`config.mk`:
```
export PLATFORM = sky130hd
export DESIGN_NAME = bbc_mem_top
export DESIGN_NICKNAME = d
export VERILOG_FILES = /design/src/bbc_mem_pkg.sv /design/src/bbc_ctrl_pkg.sv /design/src/rom_loader.sv /design/src/sdram_addr_map.sv /design/src/reset_sequencer.sv /design/src/autoboot_timer.sv /design/src/bbc_mem_top.sv
export SDC_FILE = /design/constraint.sdc
export NUM_CORES = 1
export LEC_CHECK = 0
export BUFFER_PORTS_ARGS = -buffer_cell sky130_fd_sc_hd__clkbuf_2
export CAP_MARGIN = 10
export CORE_UTILIZATION = 55
export DETAILED_ROUTE_END_ITERATION = 16
export PLACE_DENSITY = 0.82
export SLEW_MARGIN = 20
export SYNTH_ARGS = -nofsm -noshare
export SYNTH_HDL_FRONTEND = slang
export SYNTH_SLANG_ARGS = --single-unit
```
`constraint.sdc`:
```
create_clock -name clk_48m -period 3.2 [get_ports clk_48m]
set_clock_uncertainty 0.1 [all_clocks]
set_input_delay 0.16 -clock clk_48m [delete_from_list [all_inputs] [get_ports clk_48m]]
set_output_delay 0.16 -clock clk_48m [all_outputs]
set_load 0.01 [all_outputs]
```
`src/bbc_mem_pkg.sv`:
```
package bbc_mem_pkg;

	// widths of the memory bus
	typedef logic [15:0] cpu_addr_t;
	typedef logic [24:0] sdram_addr_t;
	typedef logic [7:0]  romsel_t;
	typedef logic [7:0]  mem_byte_t;

	// core side of the memory slot
	typedef struct packed {
		cpu_addr_t adr;
		romsel_t   romsel;
		logic      acc_y;
		logic      shadow_ram;
		logic      shadow_vid;
		// high for cpu cycle, low for video cycle
		logic      phi0;
		logic      we;
		mem_byte_t dout;
	} cpu_bus_t;

	// request towards the sdram controller
	typedef struct packed {
		sdram_addr_t adr;
		logic        we;
		mem_byte_t   di;
	} sdram_req_t;

	// romsel bit that pages MOS private ram into 8000-8fff
	localparam int unsigned ROMSEL_MOS_RAM = 7;

	// sdram region bases
	localparam sdram_addr_t FILING_RAM_BASE = 25'h0014000;
	localparam sdram_addr_t SWRAM_BASE      = 25'h0040000;
	localparam sdram_addr_t MOS_ROM_BASE    = 25'h0080000;
	localparam sdram_addr_t SWROM_B_BASE    = 25'h0090000;
	localparam sdram_addr_t SWROM_M_BASE    = 25'h00a0000;

	// loader offsets, index 0 is the rom set
	localparam sdram_addr_t LOAD_BASE_ROM   = 25'h0080000;
	localparam sdram_addr_t LOAD_BASE_ALT   = 25'h0068000;

endpackage

```
`src/bbc_ctrl_pkg.sv`:
```
package bbc_ctrl_pkg;

	import bbc_mem_pkg::*;

	// OSD machine options
	typedef struct packed {
		// 0 model b, 1 master
		logic model;
		// 1 selects low rom mapping
		logic rommap;
		logic autoboot;
	} machine_cfg_t;

	typedef logic [7:0]  load_index_t;
	typedef logic [24:0] load_addr_t;

	// download port
	typedef struct packed {
		logic        active;
		logic        we;
		load_index_t index;
		load_addr_t  addr;
		mem_byte_t   data;
	} ioctl_t;

	// cmos image, not rom data
	localparam load_index_t CMOS_INDEX = 8'hff;

	typedef enum logic [1:0] {RST_ASSERT, RST_HOLD, RST_RUN} rst_state_e;

endpackage

```
`src/rom_loader.sv`:
```
`timescale 1ns/100ps

module rom_loader
	import bbc_mem_pkg::*;
	import bbc_ctrl_pkg::*;
(
	input  logic       clk_48m,
	input  logic       reset,
	input  logic       mem_sync,
	input  ioctl_t     ioctl,
	output sdram_req_t loader_req
);

	logic        pending;
	sdram_addr_t pend_adr;
	mem_byte_t   pend_data;
	logic        req_we;
	sdram_addr_t req_adr;
	mem_byte_t   req_di;
	logic        accept;

	assign accept = ioctl.we && ioctl.active && (ioctl.index != CMOS_INDEX);

	// pending flag and slot strobe
	always_ff @(posedge clk_48m) begin
		if (reset) begin
			pending <= 1'b0;
			req_we  <= 1'b0;
		end else begin
			if (mem_sync) begin
				req_we  <= pending;
				pending <= 1'b0;
			end
			// a write on the mem_sync cycle waits for the next slot
			if (accept)
				pending <= 1'b1;
		end
	end

	// later write in the same slot overwrites the pending one
	always_ff @(posedge clk_48m) begin
		if (accept) begin
			pend_adr  <= sdram_addr_t'(ioctl.addr) +
				((ioctl.index == '0) ? LOAD_BASE_ROM : LOAD_BASE_ALT);
			pend_data <= ioctl.data;
		end
		if (mem_sync && pending) begin
			req_adr <= pend_adr;
			req_di  <= pend_data;
		end
	end

	assign loader_req = '{adr: req_adr, we: req_we, di: req_di};

	a_we_on_slot: assert property (@(posedge clk_48m) disable iff (reset)
		$rose(loader_req.we) |-> $past(mem_sync));

endmodule

```
`src/sdram_addr_map.sv`:
```
`timescale 1ns/100ps

module sdram_addr_map
	import bbc_mem_pkg::*;
	import bbc_ctrl_pkg::*;
(
	input  machine_cfg_t cfg,
	input  cpu_bus_t     cpu,
	input  logic         loader_active,
	input  sdram_req_t   loader_req,
	output sdram_req_t   sdram
);

	logic cpu_ram;
	logic mos_rom;
	logic sideways;
	logic mos_ram;
	logic filing_ram;
	logic sideways_ram;
	logic sideways_rom;
	logic page_low;
	logic writable;

	// cpu side regions
	assign cpu_ram    = (cpu.adr[15] == 1'b0);
	assign mos_rom    = (cpu.adr[15:14] == 2'b11);
	assign sideways   = (cpu.adr[15:14] == 2'b10);
	assign mos_ram    = sideways && (cpu.adr[13:12] == 2'b00) && cpu.romsel[ROMSEL_MOS_RAM];
	assign filing_ram = (cpu.adr[15:13] == 3'b110) && cpu.acc_y;

	// sideways ram lives in pages 4 to 7
	assign sideways_ram = sideways && (cpu.romsel[3:2] == 2'b01);

	// master: pages 0-3 and 8-f
	// model b: pages 0-3 in low mapping, c-f in high mapping
	assign page_low = (cpu.romsel[3:2] == 2'b00);
	always_comb begin
		if (cfg.model)
			sideways_rom = sideways && (page_low || cpu.romsel[3]);
		else if (cfg.rommap)
			sideways_rom = sideways && page_low;
		else
			sideways_rom = sideways && (cpu.romsel[3:2] == 2'b11);
	end

	assign writable = cpu_ram || mos_ram || filing_ram || sideways_ram;

	always_comb begin
		if (loader_active)
			sdram.adr = loader_req.adr;
		else if (!cpu.phi0)
			// video fetch
			sdram.adr = sdram_addr_t'({cpu.shadow_vid, cpu.adr});
		else if (cpu_ram || mos_ram)
			sdram.adr = sdram_addr_t'({cpu.shadow_ram, cpu.adr});
		else if (filing_ram)
			sdram.adr = FILING_RAM_BASE + sdram_addr_t'(cpu.adr[12:0]);
		else if (mos_rom)
			// os 1.2 or master mos
			sdram.adr = MOS_ROM_BASE + sdram_addr_t'({cfg.model, cpu.adr[13:0]});
		else if (sideways_rom && !cfg.model)
			sdram.adr = SWROM_B_BASE + sdram_addr_t'({cpu.romsel[1:0], cpu.adr[13:0]});
		else if (sideways_rom)
			sdram.adr = SWROM_M_BASE + sdram_addr_t'({cpu.romsel[3:0], cpu.adr[13:0]});
		else
			sdram.adr = SWRAM_BASE + sdram_addr_t'({cpu.romsel[3:0], cpu.adr[13:0]});
	end

	// rom regions never see a cpu write
	assign sdram.we = loader_active ? loader_req.we : (cpu.we && writable);
	assign sdram.di = loader_active ? loader_req.di : cpu.dout;

	// every cpu write lands below the rom area of the sdram
	a_no_rom_write: assert final (!(sdram.we && !loader_active) ||
		(sdram.adr < MOS_ROM_BASE));

endmodule

```
`src/reset_sequencer.sv`:
```
`timescale 1ns/100ps

module reset_sequencer
	import bbc_ctrl_pkg::*;
#(
	parameter int unsigned REMAP_HOLD_CYCLES = 4095
) (
	input  logic         clk_48m,
	input  logic         reset,
	input  logic         mem_sync,
	input  machine_cfg_t cfg,
	input  logic         sys_ready,
	input  logic         reset_request,
	input  logic         loader_active,
	output logic         core_reset
);

	localparam int unsigned HOLD_W = $clog2(REMAP_HOLD_CYCLES + 1);

	rst_state_e        state;
	rst_state_e        state_next;
	logic              last_model;
	logic              last_rommap;
	logic [HOLD_W-1:0] hold_cnt;
	logic              hold_active;
	logic              ext_src;

	assign ext_src     = !sys_ready || reset_request || loader_active;
	assign hold_active = (hold_cnt != '0);

	// reset the core for a while when model or rom map changes
	always_ff @(posedge clk_48m) begin
		if (reset) begin
			last_model  <= cfg.model;
			last_rommap <= cfg.rommap;
			hold_cnt    <= '0;
		end else begin
			last_model  <= cfg.model;
			last_rommap <= cfg.rommap;
			if (last_model != cfg.model || last_rommap != cfg.rommap)
				hold_cnt <= HOLD_W'(REMAP_HOLD_CYCLES);
			else if (hold_active)
				hold_cnt <= hold_cnt - 1'b1;
		end
	end

	always_comb begin
		state_next = state;
		case (state)
			RST_ASSERT:
				if (!ext_src)
					state_next = hold_active ? RST_HOLD : RST_RUN;
			RST_HOLD:
				if (ext_src)
					state_next = RST_ASSERT;
				else if (!hold_active)
					state_next = RST_RUN;
			default:
				if (ext_src)
					state_next = RST_ASSERT;
				else if (hold_active)
					state_next = RST_HOLD;
		endcase
	end

	// state moves with the memory slot
	always_ff @(posedge clk_48m) begin
		if (reset) begin
			state      <= RST_ASSERT;
			core_reset <= 1'b1;
		end else if (mem_sync) begin
			state      <= state_next;
			core_reset <= (state_next != RST_RUN);
		end
	end

	a_reset_on_slot: assert property (@(posedge clk_48m) disable iff (reset)
		$changed(core_reset) |-> $past(mem_sync));

endmodule

```
`src/autoboot_timer.sv`:
```
`timescale 1ns/100ps

module autoboot_timer #(
	parameter int unsigned AUTOBOOT_CYCLES = 32_000_000
) (
	input  logic clk_48m,
	input  logic reset,
	input  logic core_reset,
	input  logic autoboot,
	output logic autoboot_shift
);

	localparam int unsigned CNT_W = $clog2(AUTOBOOT_CYCLES + 1);

	logic [CNT_W-1:0] boot_cnt;

	// reload while the core sits in reset, then run down
	always_ff @(posedge clk_48m) begin
		if (reset || core_reset)
			boot_cnt <= CNT_W'(AUTOBOOT_CYCLES);
		else if (boot_cnt != '0)
			boot_cnt <= boot_cnt - 1'b1;
	end

	// shift held down so the mos boots from disc
	assign autoboot_shift = autoboot && (boot_cnt != '0);

endmodule

```
`src/bbc_mem_top.sv`:
```
`timescale 1ns/100ps

module bbc_mem_top
	import bbc_mem_pkg::*;
	import bbc_ctrl_pkg::*;
#(
	parameter int unsigned REMAP_HOLD_CYCLES = 4095,
	parameter int unsigned AUTOBOOT_CYCLES   = 32_000_000
) (
	input  logic         clk_48m,
	input  logic         reset,
	input  logic         mem_sync,
	input  machine_cfg_t cfg,
	input  cpu_bus_t     cpu,
	input  ioctl_t       ioctl,
	input  logic         sys_ready,
	input  logic         reset_request,
	output sdram_req_t   sdram,
	output logic         core_reset,
	output logic         autoboot_shift
);

	sdram_req_t loader_req;

	rom_loader i_rom_loader (
		.clk_48m    (clk_48m),
		.reset      (reset),
		.mem_sync   (mem_sync),
		.ioctl      (ioctl),
		.loader_req (loader_req)
	);

	// loader owns the bus for the whole download
	sdram_addr_map i_sdram_addr_map (
		.cfg           (cfg),
		.cpu           (cpu),
		.loader_active (ioctl.active),
		.loader_req    (loader_req),
		.sdram         (sdram)
	);

	reset_sequencer #(
		.REMAP_HOLD_CYCLES (REMAP_HOLD_CYCLES)
	) i_reset_sequencer (
		.clk_48m       (clk_48m),
		.reset         (reset),
		.mem_sync      (mem_sync),
		.cfg           (cfg),
		.sys_ready     (sys_ready),
		.reset_request (reset_request),
		.loader_active (ioctl.active),
		.core_reset    (core_reset)
	);

	autoboot_timer #(
		.AUTOBOOT_CYCLES (AUTOBOOT_CYCLES)
	) i_autoboot_timer (
		.clk_48m        (clk_48m),
		.reset          (reset),
		.core_reset     (core_reset),
		.autoboot       (cfg.autoboot),
		.autoboot_shift (autoboot_shift)
	);

endmodule

```
==> results of run 1 <==
-- placed cells by master, fill, tap and decap left out, drive strengths merged, types with 4 or more instances in the layout --
| master | Yosys | layout |
|---|---|---|
| edfxtp | 66 | 66 |
| nand4 | 5 | 5 |
| nor2b | 4 | 4 |
| or3 | 11 | 11 |
| xnor2 | 17 | 17 |
| nor4 | 10 | 10 |
| nand2 | 20 | 20 |
| clkbuf | 9 | 129 |
| and2 | 7 | 7 |
| nand2b | 4 | 4 |
| a211oi | 4 | 4 |
| buf | 3 | 4 |
| a21oi | 26 | 26 |
| nor3 | 10 | 10 |
| nand3 | 6 | 6 |
| mux2 | 24 | 24 |
| dlygate4sd3 | 0 | 27 |
| nor2 | 36 | 36 |
| or4 | 6 | 6 |
| o21ai | 19 | 19 |
| xor2 | 14 | 14 |
| or2 | 4 | 4 |
| ha | 8 | 8 |
| dfxtp | 44 | 44 |
| inv | 8 | 13 |
-- flip-flops by register name, summed over array words and instances, names as in the netlist --
signal / cells
i_autoboot_timer.boot_cnt: 25
i_rom_loader.pend_adr: 25
i_rom_loader.req_adr: 25
i_reset_sequencer.hold_cnt: 12
i_rom_loader.pend_data: 8
i_rom_loader.req_di: 8
i_reset_sequencer.state: 2
i_reset_sequencer.core_reset: 1
i_reset_sequencer.last_model: 1
i_reset_sequencer.last_rommap: 1
i_rom_loader.pending: 1
i_rom_loader.req_we: 1
-- stage by stage --
stage                     power, mW  setup WS, ns  hold slack [ns]  instance area, um2
after floorplan                1.76          1.15           0.0877                4910
after global placement         1.86         0.901            0.232                5640
after detailed placement       1.88         0.844            0.230                5640
after CTS                      2.76         0.612          0.00376                6110
after global routing           2.85         0.469           0.0169                6110
final                          2.75         0.638           0.0229                6120
-- where the power goes --
part	total [mW]	internal (mW)	switching, mW
registers	1.59	1.57	0.0260
logic	0.282	0.146	0.136
clock network	0.874	0.381	0.493
total	2.75	2.09	0.655
-- kinds of logic (layout without fill, tap and decap cells) --
logic type | after synthesis | in the layout
xor+xnor | 31 | 31
flops | 110 | 110
buf+inv | 20 | 175
mux | 25 | 25
compound gates | 79 | 79
simple gates | 137 | 137
other cells | 0 | 1
fa+ha+maj | 8 | 8
-- area by class of cell --
| class | count | area [um2] |
|---|---|---|
| Antenna cell | 1 | 2.50 |
| Clock buffer | 9 | 124 |
| Clock inverter | 7 | 85.1 |
| Fill cell | 607 | 2560 |
| Inverter | 8 | 30.0 |
| Multi-Input combinational cell | 280 | 1980 |
| Sequential cell | 110 | 2860 |
| Tap cell | 108 | 135 |
| Timing Repair Buffer | 151 | 901 |
-- timing repair --
action                    CTS  global route
hold endpoints to repair   27             0
gates resized for setup     0             0
buffers inserted            0             0
hold buffers               27             0
-- metal layers --
metal / vias up / part of all wire (%) / track usage [%]
met4: 0 / 3.8 / 12.1
met5: - / 0 / 0
met2: 124 / 51 / 40.4
li1: 1847 / - / -
met1: 1739 / 40 / 26.9
met3: 28 / 5.1 / 4.07
-- how the worst max path moves through the flow --
| stage | from | end | slack [ns] |
|---|---|---|---|
| after floorplan | i_autoboot_timer.boot_cnt[0] | i_autoboot_timer.boot_cnt[16] | 1.15 |
| after global routing | i_autoboot_timer.boot_cnt[0] | autoboot_shift | 0.47 |
| after global placement | ioctl[35] | i_rom_loader.pend_adr[24] | 0.90 |
| final | i_autoboot_timer.boot_cnt[0] | autoboot_shift | 0.64 |
| after CTS | i_autoboot_timer.boot_cnt[0] | autoboot_shift | 0.61 |
| after detailed placement | ioctl[35] | i_rom_loader.pend_adr[24] | 0.84 |
==> flow_metrics.tcl, run 1 <==
set metrics [dict create \
    p_per_area_nw_per_um2 449 \
    vdd_ir_drop_max_mv 0.250 \
    ant_nets 0 \
    dp_hpwl_um 7080 \
    row_count 34 \
    synth_area_leaders "edfxtp_1, dfxtp_1, mux2_2, xnor2_1, nor2_1" \
    ys_types 62 \
    slowest_delay_ns 0.45 \
    path_cells "inv_1 -> ha_1 -> nor2b_1 -> nand4_1 -> or2_2 -> and2_1 -> clkbuf_2" \
    drt-total-wl_um 10300 \
    rsz0062_at_grt "false" \
    synth_common_cells "edfxtp_1, dfxtp_1, nor2_1" \
    critical_path_buf_inv_count 2 \
    critical_path_class "register to primary output" \
    finalSetupTns_ns 0 \
    wl_per_cell_um 15.3 \
    die_h_um 96.5 \
    ys_async_sr_fraction_pct 0 \
    slew_headroom_pct 51.2 \
    hold_class "input pin to register" \
    clockBufferDepth 2 \
    start_util_pct 56.6 \
    worstHoldStart "ioctl[31]" \
    ys_seq_area_share_pct 58.2 \
    synth_nets 506 \
    fin_cells 674 \
    crit_slowest_cell "or2_2" \
    synth_edf_count 66 \
    rr_worst_depth 7 \
    clkSlewWorstSetupHoldPaths_ns 0.11 \
    final_layout_size_suffix_gt1_share_pct 32.4 \
    synth_area_um2 4910 \
    hold_viol_final 0 \
    globalRoute.totalOverflow 0 \
    hold_end "i_rom_loader.pend_adr[23]" \
    grtUsageTotal_pct 23.0 \
    r2r_start "i_autoboot_timer.boot_cnt[0]" \
    critPathLaunchType "register" \
    area_growth_pct 24.5 \
    yosysTopAreaCellShare_pct 40.3 \
    min_period_ns 2.56 \
    crit_arrival_ns 2.30 \
    gp_congestion 0.841 \
    worstSkewPairLatency_ns 0.37 \
    synth-xor-area-share_pct 5.52 \
    h-tree-depth 3 \
    synth-simple-area-share_pct 16.6 \
    yosys.area.top_type "edfxtp_1" \
    clock-sinks 110 \
    grt_max_degree 40 \
    final_core_util_pct 70.5 \
    status "finished clean" \
    ys_warn_count 0 \
    crit_fanout 9 \
    vias 3738 \
    grt_pass1_wl_um 16000 \
    vias_per_cell 5.55 \
    yosysMostFrequentCell "edfxtp_1" \
    die_area_um2 9320 \
    setup_viol 0 \
    synthAdderAreaFrac_pct 2.04 \
    die_x_um 96.5 \
    syn_inst 410 \
    root_buffer "clkbuf_8" \
    crit_family "simple AND/OR/NAND/NOR gates" \
    slew_violations 0 \
    numPortBuffers 120 \
    cts_buffers 9 \
    fin_crit_sh_pct 80.1 \
    crit_path_end_kind "primary output" \
    worst_pin_slew_ns 0.729 \
    drt-pass1-iter-count 4 \
    first_iter_violations 174 \
    grt_pass1_vias 3546 \
    muxShareOfSynthArea_pct 5.70 \
    required_ns 2.94 \
    maxCapViolCount 0 \
    antenna_found_initial 0 \
    power_leakage_nw 2.43 \
    min_path_cells 2 \
    path_depth 7 \
    avgSynthCellArea_um2 12.0 \
    io_pins 124 \
    timing.rr.end "i_autoboot_timer.boot_cnt[23]" \
    synth_seq_cells 110 \
    synth_top_family_by_area "simple AND/OR/NAND/NOR gates" \
    tritoncts "built" \
    fmax_mhz 390 \
    reg2reg_slack_ns 1.01 \
    synth-compound-area-share_pct 10.4 \
    core_um2 8680 \
    drc 0 \
    nNetsFinal 656 \
    synthFlopType "edfxtp_1" \
    placed_cells 630 \
]
Note: power is estimated with default switching activity, not from simulation.
==> run 2, diff against run 1 <==
--- a/config.mk
+++ b/config.mk
@@ -5,11 +5,12 @@
 export SDC_FILE = /design/constraint.sdc
 export NUM_CORES = 1
 export LEC_CHECK = 0
+export ABC_AREA = 1
 export BUFFER_PORTS_ARGS = -buffer_cell sky130_fd_sc_hd__clkbuf_2
 export CAP_MARGIN = 10
-export CORE_UTILIZATION = 55
+export CORE_UTILIZATION = 54
 export DETAILED_ROUTE_END_ITERATION = 16
-export PLACE_DENSITY = 0.82
+export PLACE_DENSITY = 0.8
 export SLEW_MARGIN = 20
 export SYNTH_ARGS = -nofsm -noshare
 export SYNTH_HDL_FRONTEND = slang
==> constraint.sdc (replaced) <==
create_clock -name clk_48m -period 2.5 [get_ports clk_48m]
set_clock_uncertainty 0.1 [all_clocks]
set_input_delay 0.125 -clock clk_48m [delete_from_list [all_inputs] [get_ports clk_48m]]
set_output_delay 0.125 -clock clk_48m [all_outputs]
set_load 0.01 [all_outputs]
==> run 2 against run 1 <==
Count of clock-buffer cells in the layout rose by 2. Setup slack lost 0.11 ns. Register-to-register slack lost 0.23 ns. Sequential cell count unchanged. Sequential power up 28%. Global-route usage is 0.52 points higher. Cell area increased by 6.5%. Non-clock buffer count increased by 4. Worst hold slack lost 0.021 ns. Critical endpoint is now i_rom_loader.pend_adr[22].
==> flow_metrics.tcl, run 2 <==
set metrics [dict create \
    dp_hpwl_um 8410 \
    synth_common_cells "nand2_1, nor2_1, edfxtp_1" \
    p_per_area_nw_per_um2 528 \
    rsz0062_at_grt "false" \
    yosysTopAreaCellShare_pct 37.6 \
    ys_async_sr_fraction_pct 0 \
    min_period_ns 1.97 \
    required_ns 2.52 \
    area_growth_pct 23.5 \
    final_layout_size_suffix_gt1_share_pct 23.4 \
    drt-pass1-iter-count 5 \
    crit_slowest_cell "ha_1" \
    avgSynthCellArea_um2 8.52 \
    yosys.area.top_type "edfxtp_1" \
    row_count 35 \
    grt_pass1_wl_um 18500 \
    ys_types 39 \
    reg_top3 "i_autoboot_timer.boot_cnt: 25 flops, i_rom_loader.pend_adr: 25 flops, i_rom_loader.req_adr: 25 flops" \
    vias_per_cell 4.94 \
    syn_inst 619 \
    globalRoute.totalOverflow 0 \
    crit_top_cell "inv_1" \
    ctsHoldBuffers 30 \
    status "finished clean" \
    gp_congestion 0.910 \
    synth-compound-area-share_pct 4.82 \
    grtUsageMet3_pct 4.02 \
    min_path_cells 2 \
    synth_nets 715 \
    setup_viol 0 \
    clockBufferDepth 2 \
    fin_crit_sh_pct 78.8 \
    final_common_cell "nand2_1" \
    p_total_mw 3.44 \
    critical_path_buf_inv_count 5 \
    post_cts_buffers 0 \
    synth_area_leaders "edfxtp_1, dfxtp_1, nand2_1, nor2_1, inv_1" \
    worstSkewPairLatency_ns 0.37 \
    critical_path_class "input pin to register" \
    h-tree-depth 3 \
    die_x_um 101 \
    antennaDiodeCount 0 \
    hold_class "input pin to register" \
    worst_pin_slew_ns 0.538 \
    crit_fanout 4 \
    ant_nets 0 \
    fmax_mhz 508 \
    core_um2 9330 \
    crit_path_end_kind "register" \
    drc 0 \
    grt_max_degree 34 \
    first_iter_violations 213 \
    critPathLaunchType "input pin" \
    rr_worst_depth 9 \
    synth_top_family_by_area "simple AND/OR/NAND/NOR gates" \
    synth-xor-area-share_pct 3.99 \
    antenna_found_initial 0 \
    muxShareOfSynthArea_pct 0 \
    synth_area_um2 5270 \
    maxCapViolCount 0 \
    finalSetupTns_ns 0 \
    clkSlewWorstSetupHoldPaths_ns 0.10 \
    post_cts_resized 0 \
    grt_pass1_vias 4174 \
    slew_headroom_pct 64.1 \
    vdd_ir_drop_max_mv 0.250 \
    numPortBuffers 120 \
    yosysMostFrequentCell "nand2_1" \
    clock-sinks 110 \
    drt-total-wl_um 11500 \
    synth_edf_count 66 \
    hold_viol_final 0 \
    wl_per_cell_um 12.6 \
    cts_buffers 9 \
    crit_family "simple AND/OR/NAND/NOR gates" \
    grt-busiest-layer "met2" \
    ys_warn_count 0 \
    nNetsFinal 872 \
    die_h_um 101 \
    ys_seq_area_share_pct 54.3 \
    die_area_um2 10200 \
    path_depth 13 \
    start_util_pct 56.5 \
    slowest_delay_ns 0.38 \
    synthAdderAreaFrac_pct 1.90 \
    grtUsageTotal_pct 23.6 \
    synth-simple-area-share_pct 29.9 \
    io_pins 124 \
    vias 4497 \
    grt_util_met2_pct 42.1 \
    power_leakage_nw 3.10 \
    layout_common_cells "nand2_1, clkbuf_2, nor2_1" \
    use_met1_pct 28.4 \
    tritoncts "built" \
    synthFlopType "edfxtp_1" \
    root_buffer "clkbuf_8" \
    path_cells "clkbuf_2 -> nor2_1 -> inv_1 -> nor4_1 -> inv_1 -> ha_1 -> nand2_1 -> inv_1 -> nand3_1 -> o21ai_2 -> inv_1 -> o21ai_0 -> nand2_1" \
    synth_seq_cells 110 \
    crit_arrival_ns 1.99 \
    slew_violations 0 \
]
-- run 2: report_power, final --
| group | total, mW | switching, mW | leakage [nW] | internal, mW |
|---|---|---|---|---|
| logic | 0.396 | 0.220 | 2.04 | 0.176 |
| clock network | 1.00 | 0.604 | 0.0880 | 0.401 |
| registers | 2.04 | 0.0318 | 0.970 | 2.00 |
| total | 3.44 | 0.856 | 3.10 | 2.58 |
-- run 2: layout make-up --
class                   instances  area [um2]
repair buffers                155         938
flip-flops and latches        110        2860
clock inverters                 5        41.3
fillers                       712        2820
clock buffers                  11         141
well taps                     129         161
multi-input cells             439        2140
inverters                      61         229
-- run 2: path summary, 6_finish.rpt --
path / from / end / slack (ns)
setup / recovery: ioctl[40] / i_rom_loader.pend_adr[22] / 0.53
hold / removal: ioctl[23] / i_rom_loader.pend_adr[15] / 0.002
setup reg to reg: i_reset_sequencer.hold_cnt[0] / i_reset_sequencer.core_reset / 0.78
hold reg to reg: i_rom_loader.pend_adr[9] / i_rom_loader.req_adr[9] / 0.32
-- run 2: per-stage QoR --
step | worst slack (ns) | util, % | instance area (um2) | hold WS, ns | instances
2_1_floorplan | 0.568 | - | 5270 | 0.0527 | 619
5_1_grt | 0.346 | 69.8 | 6510 | 0.00312 | 910
3_5_place_dp | 0.184 | 64.6 | 6030 | 0.172 | 864
3_3_place_gp | 0.351 | 64.6 | 6030 | 0.172 | 864
6_report | 0.531 | 69.8 | 6510 | 0.00228 | 910
4_1_cts | 0.543 | 69.8 | 6510 | 0.000635 | 910
-- run 2: per-layer routing --
metal / up-vias / routed length [um]
li1: 2306 / -
met5: - / 0
met1: 2016 / 4920
met2: 151 / 5720
met4: 0 / 250
met3: 24 / 616
-- run 2: kinds of logic after synthesis --
kind of cell	after synthesis
adder cells (fa/ha/maj)	8
XOR/XNOR	24
AND/OR/NAND/NOR	360
flip-flops	110
buffers and inverters	70
AO/OA/AOI/OAI	47
==> run 3, diff against run 2 <==
--- a/config.mk
+++ b/config.mk
@@ -8,9 +8,9 @@
 export ABC_AREA = 1
 export BUFFER_PORTS_ARGS = -buffer_cell sky130_fd_sc_hd__clkbuf_2
 export CAP_MARGIN = 10
-export CORE_UTILIZATION = 54
+export CORE_UTILIZATION = 49
 export DETAILED_ROUTE_END_ITERATION = 16
-export PLACE_DENSITY = 0.8
+export PLACE_DENSITY = 0.77
 export SLEW_MARGIN = 20
 export SYNTH_ARGS = -nofsm -noshare
 export SYNTH_HDL_FRONTEND = slang
==> constraint.sdc (replaced) <==
create_clock -name clk_48m -period 1.6 [get_ports clk_48m]
set_clock_uncertainty 0.1 [all_clocks]
set_input_delay 0.08 -clock clk_48m [delete_from_list [all_inputs] [get_ports clk_48m]]
set_output_delay 0.08 -clock clk_48m [all_outputs]
set_load 0.01 [all_outputs]
==> run 3 against run 2 <==
The run now ends with setup timing left. Utilization is 1.6 points higher. Count of clock-buffer cells in the layout is 1 lower. Routed wire length is 26% higher. Via count is 13% higher. Clock power is 63% higher. Critical path depth is 4 lower. Largest cell class unchanged. Largest power group unchanged.
==> flow_metrics.tcl, run 3 (same netlist as run 2, synthesis figures left out) <==
set metrics [dict create \
    fmax_mhz 559 \
    hold_viol_final 0 \
    critPathLaunchType "register" \
    drt-pass1-iter-count 6 \
    grtUsageTotal_pct 24.2 \
    status "complete, but fails checks" \
    min_path_cells 6 \
    hold_slack_ns 0.0303 \
    ant_nets 0 \
    dp_hpwl_um 9190 \
    grt_pass1_wl_um 21200 \
    reg_top3 "i_autoboot_timer.boot_cnt: 25 flops, i_rom_loader.pend_adr: 25 flops, i_rom_loader.req_adr: 25 flops" \
    final_layout_size_suffix_gt1_share_pct 36.0 \
    layout_common_cells "nand2_1, clkbuf_2, edfxtp_1" \
    fin_area_um2 7400 \
    antenna_found_initial 1 \
    power_leakage_nw 3.48 \
    gp_congestion 0.951 \
    final_common_cell "nand2_1" \
    die_area_um2 11200 \
    vias_per_cell 5.21 \
    vias 5084 \
    slew_violations 0 \
    setup_slack_ns -0.188 \
    fillers 736 \
    grt_pass1_vias 4748 \
    rr_worst_depth 12 \
    min_period_ns 1.79 \
    area_growth_pct 40.4 \
    core_um2 10400 \
    start_util_pct 50.8 \
    fin_crit_sh_pct 112 \
    nNetsFinal 929 \
    p_total_mw 5.53 \
    drc 0 \
    root_buffer "clkbuf_8" \
    cts_buffers 9 \
    die_x_um 106 \
    critical_path_class "register to primary output" \
    required_ns 1.42 \
    tritoncts "built" \
    wl_per_cell_um 14.9 \
    crit_arrival_ns 1.61 \
    setup_viol 21 \
    globalRoute.totalOverflow 0 \
    clkSlewWorstSetupHoldPaths_ns 0.12 \
    row_count 37 \
    fin_cells 975 \
    vdd_ir_drop_max_mv 0.518 \
    worstSkewPairLatency_ns 0.39 \
    placed_cells 895 \
    rsz0062_at_grt "true" \
    slew_headroom_pct 75.3 \
    clockBufferDepth 2 \
    finalSetupTns_ns -0.920 \
    maxCapViolCount 0 \
    crit_fanout 3 \
    hold_class "input pin to register" \
    violations "setup timing" \
    numPortBuffers 120 \
    worst_pin_slew_ns 0.367 \
    grt_max_degree 34 \
    die_h_um 106 \
    clock-sinks 110 \
    first_iter_violations 503 \
    crit_path_end_kind "primary output" \
    h-tree-depth 3 \
    p_per_area_nw_per_um2 747 \
    multi_input_area_um2 2500 \
    io_pins 124 \
    drt-total-wl_um 14500 \
    regArea_um2 2890 \
    placed_area_um2 6330 \
]
run 3: path summary, 6_finish.rpt:
path                           startpoint                       endpoint  slack, ns
max          i_autoboot_timer.boot_cnt[5]                 autoboot_shift      -0.19
min                             sys_ready   i_reset_sequencer.core_reset       0.03
max reg2reg  i_autoboot_timer.boot_cnt[7]  i_autoboot_timer.boot_cnt[18]      -0.09
min reg2reg     i_rom_loader.pend_adr[20]       i_rom_loader.req_adr[20]       0.33
run 3: where the power goes:
| group | leakage (nW) | total [mW] | internal [mW] | switching (mW) |
|---|---|---|---|---|
| logic | 2.41 | 0.721 | 0.342 | 0.378 |
| clock network | 0.0957 | 1.63 | 0.610 | 1.02 |
| registers | 0.975 | 3.18 | 3.13 | 0.0490 |
run 3: critical path, stage by stage, from the launching register on:
cell and delay [ns]:
dfxtp_2 0.37, nor2_4 0.13, nand2_2 0.12, nor2_4 0.16, nand2_2 0.09, clkinv_2 0.07, nand2_2 0.05, nand2_1 0.06
inv_1 0.04, clkbuf_2 0.11
run 3: through the flow:
step	worst slack [ns]	utilization, %
floorplan	-0.179	-
global placement	-0.408	61.1
detailed placement	-0.511	61.1
CTS	-0.0933	68.4
global route	-0.252	71.4
finish	-0.188	71.4
run 3: metal layers:
metal  up-vias  GRT usage (%)  share of wire, %
met2       267           41.9                49
li1       2433              -                 -
met5         -              0                 0
met1      2319           28.0                39
met4         0           13.0               4.6
met3        65           4.89               7.6
run 3: what timing repair did:
action / CTS / global route
endpoints found under the hold margin: 58 / 0
pin swaps: 14 / 25
hold buffers: 37 / 0
gates resized for setup: 23 / 71
setup endpoints to repair: 3 / 35
buffers inserted: 18 / 8
gates cloned: 0 / 2
run 3: layout make-up:
type,count,area share [%]
Sequential cell,110,39.0
Tap cell,136,2.30
Timing Repair Buffer,210,19.3
Inverter,61,3.11
Clock inverter,6,0.778
Clock buffer,10,1.72
Antenna cell,1,0.0338
Multi-Input combinational cell,441,33.7
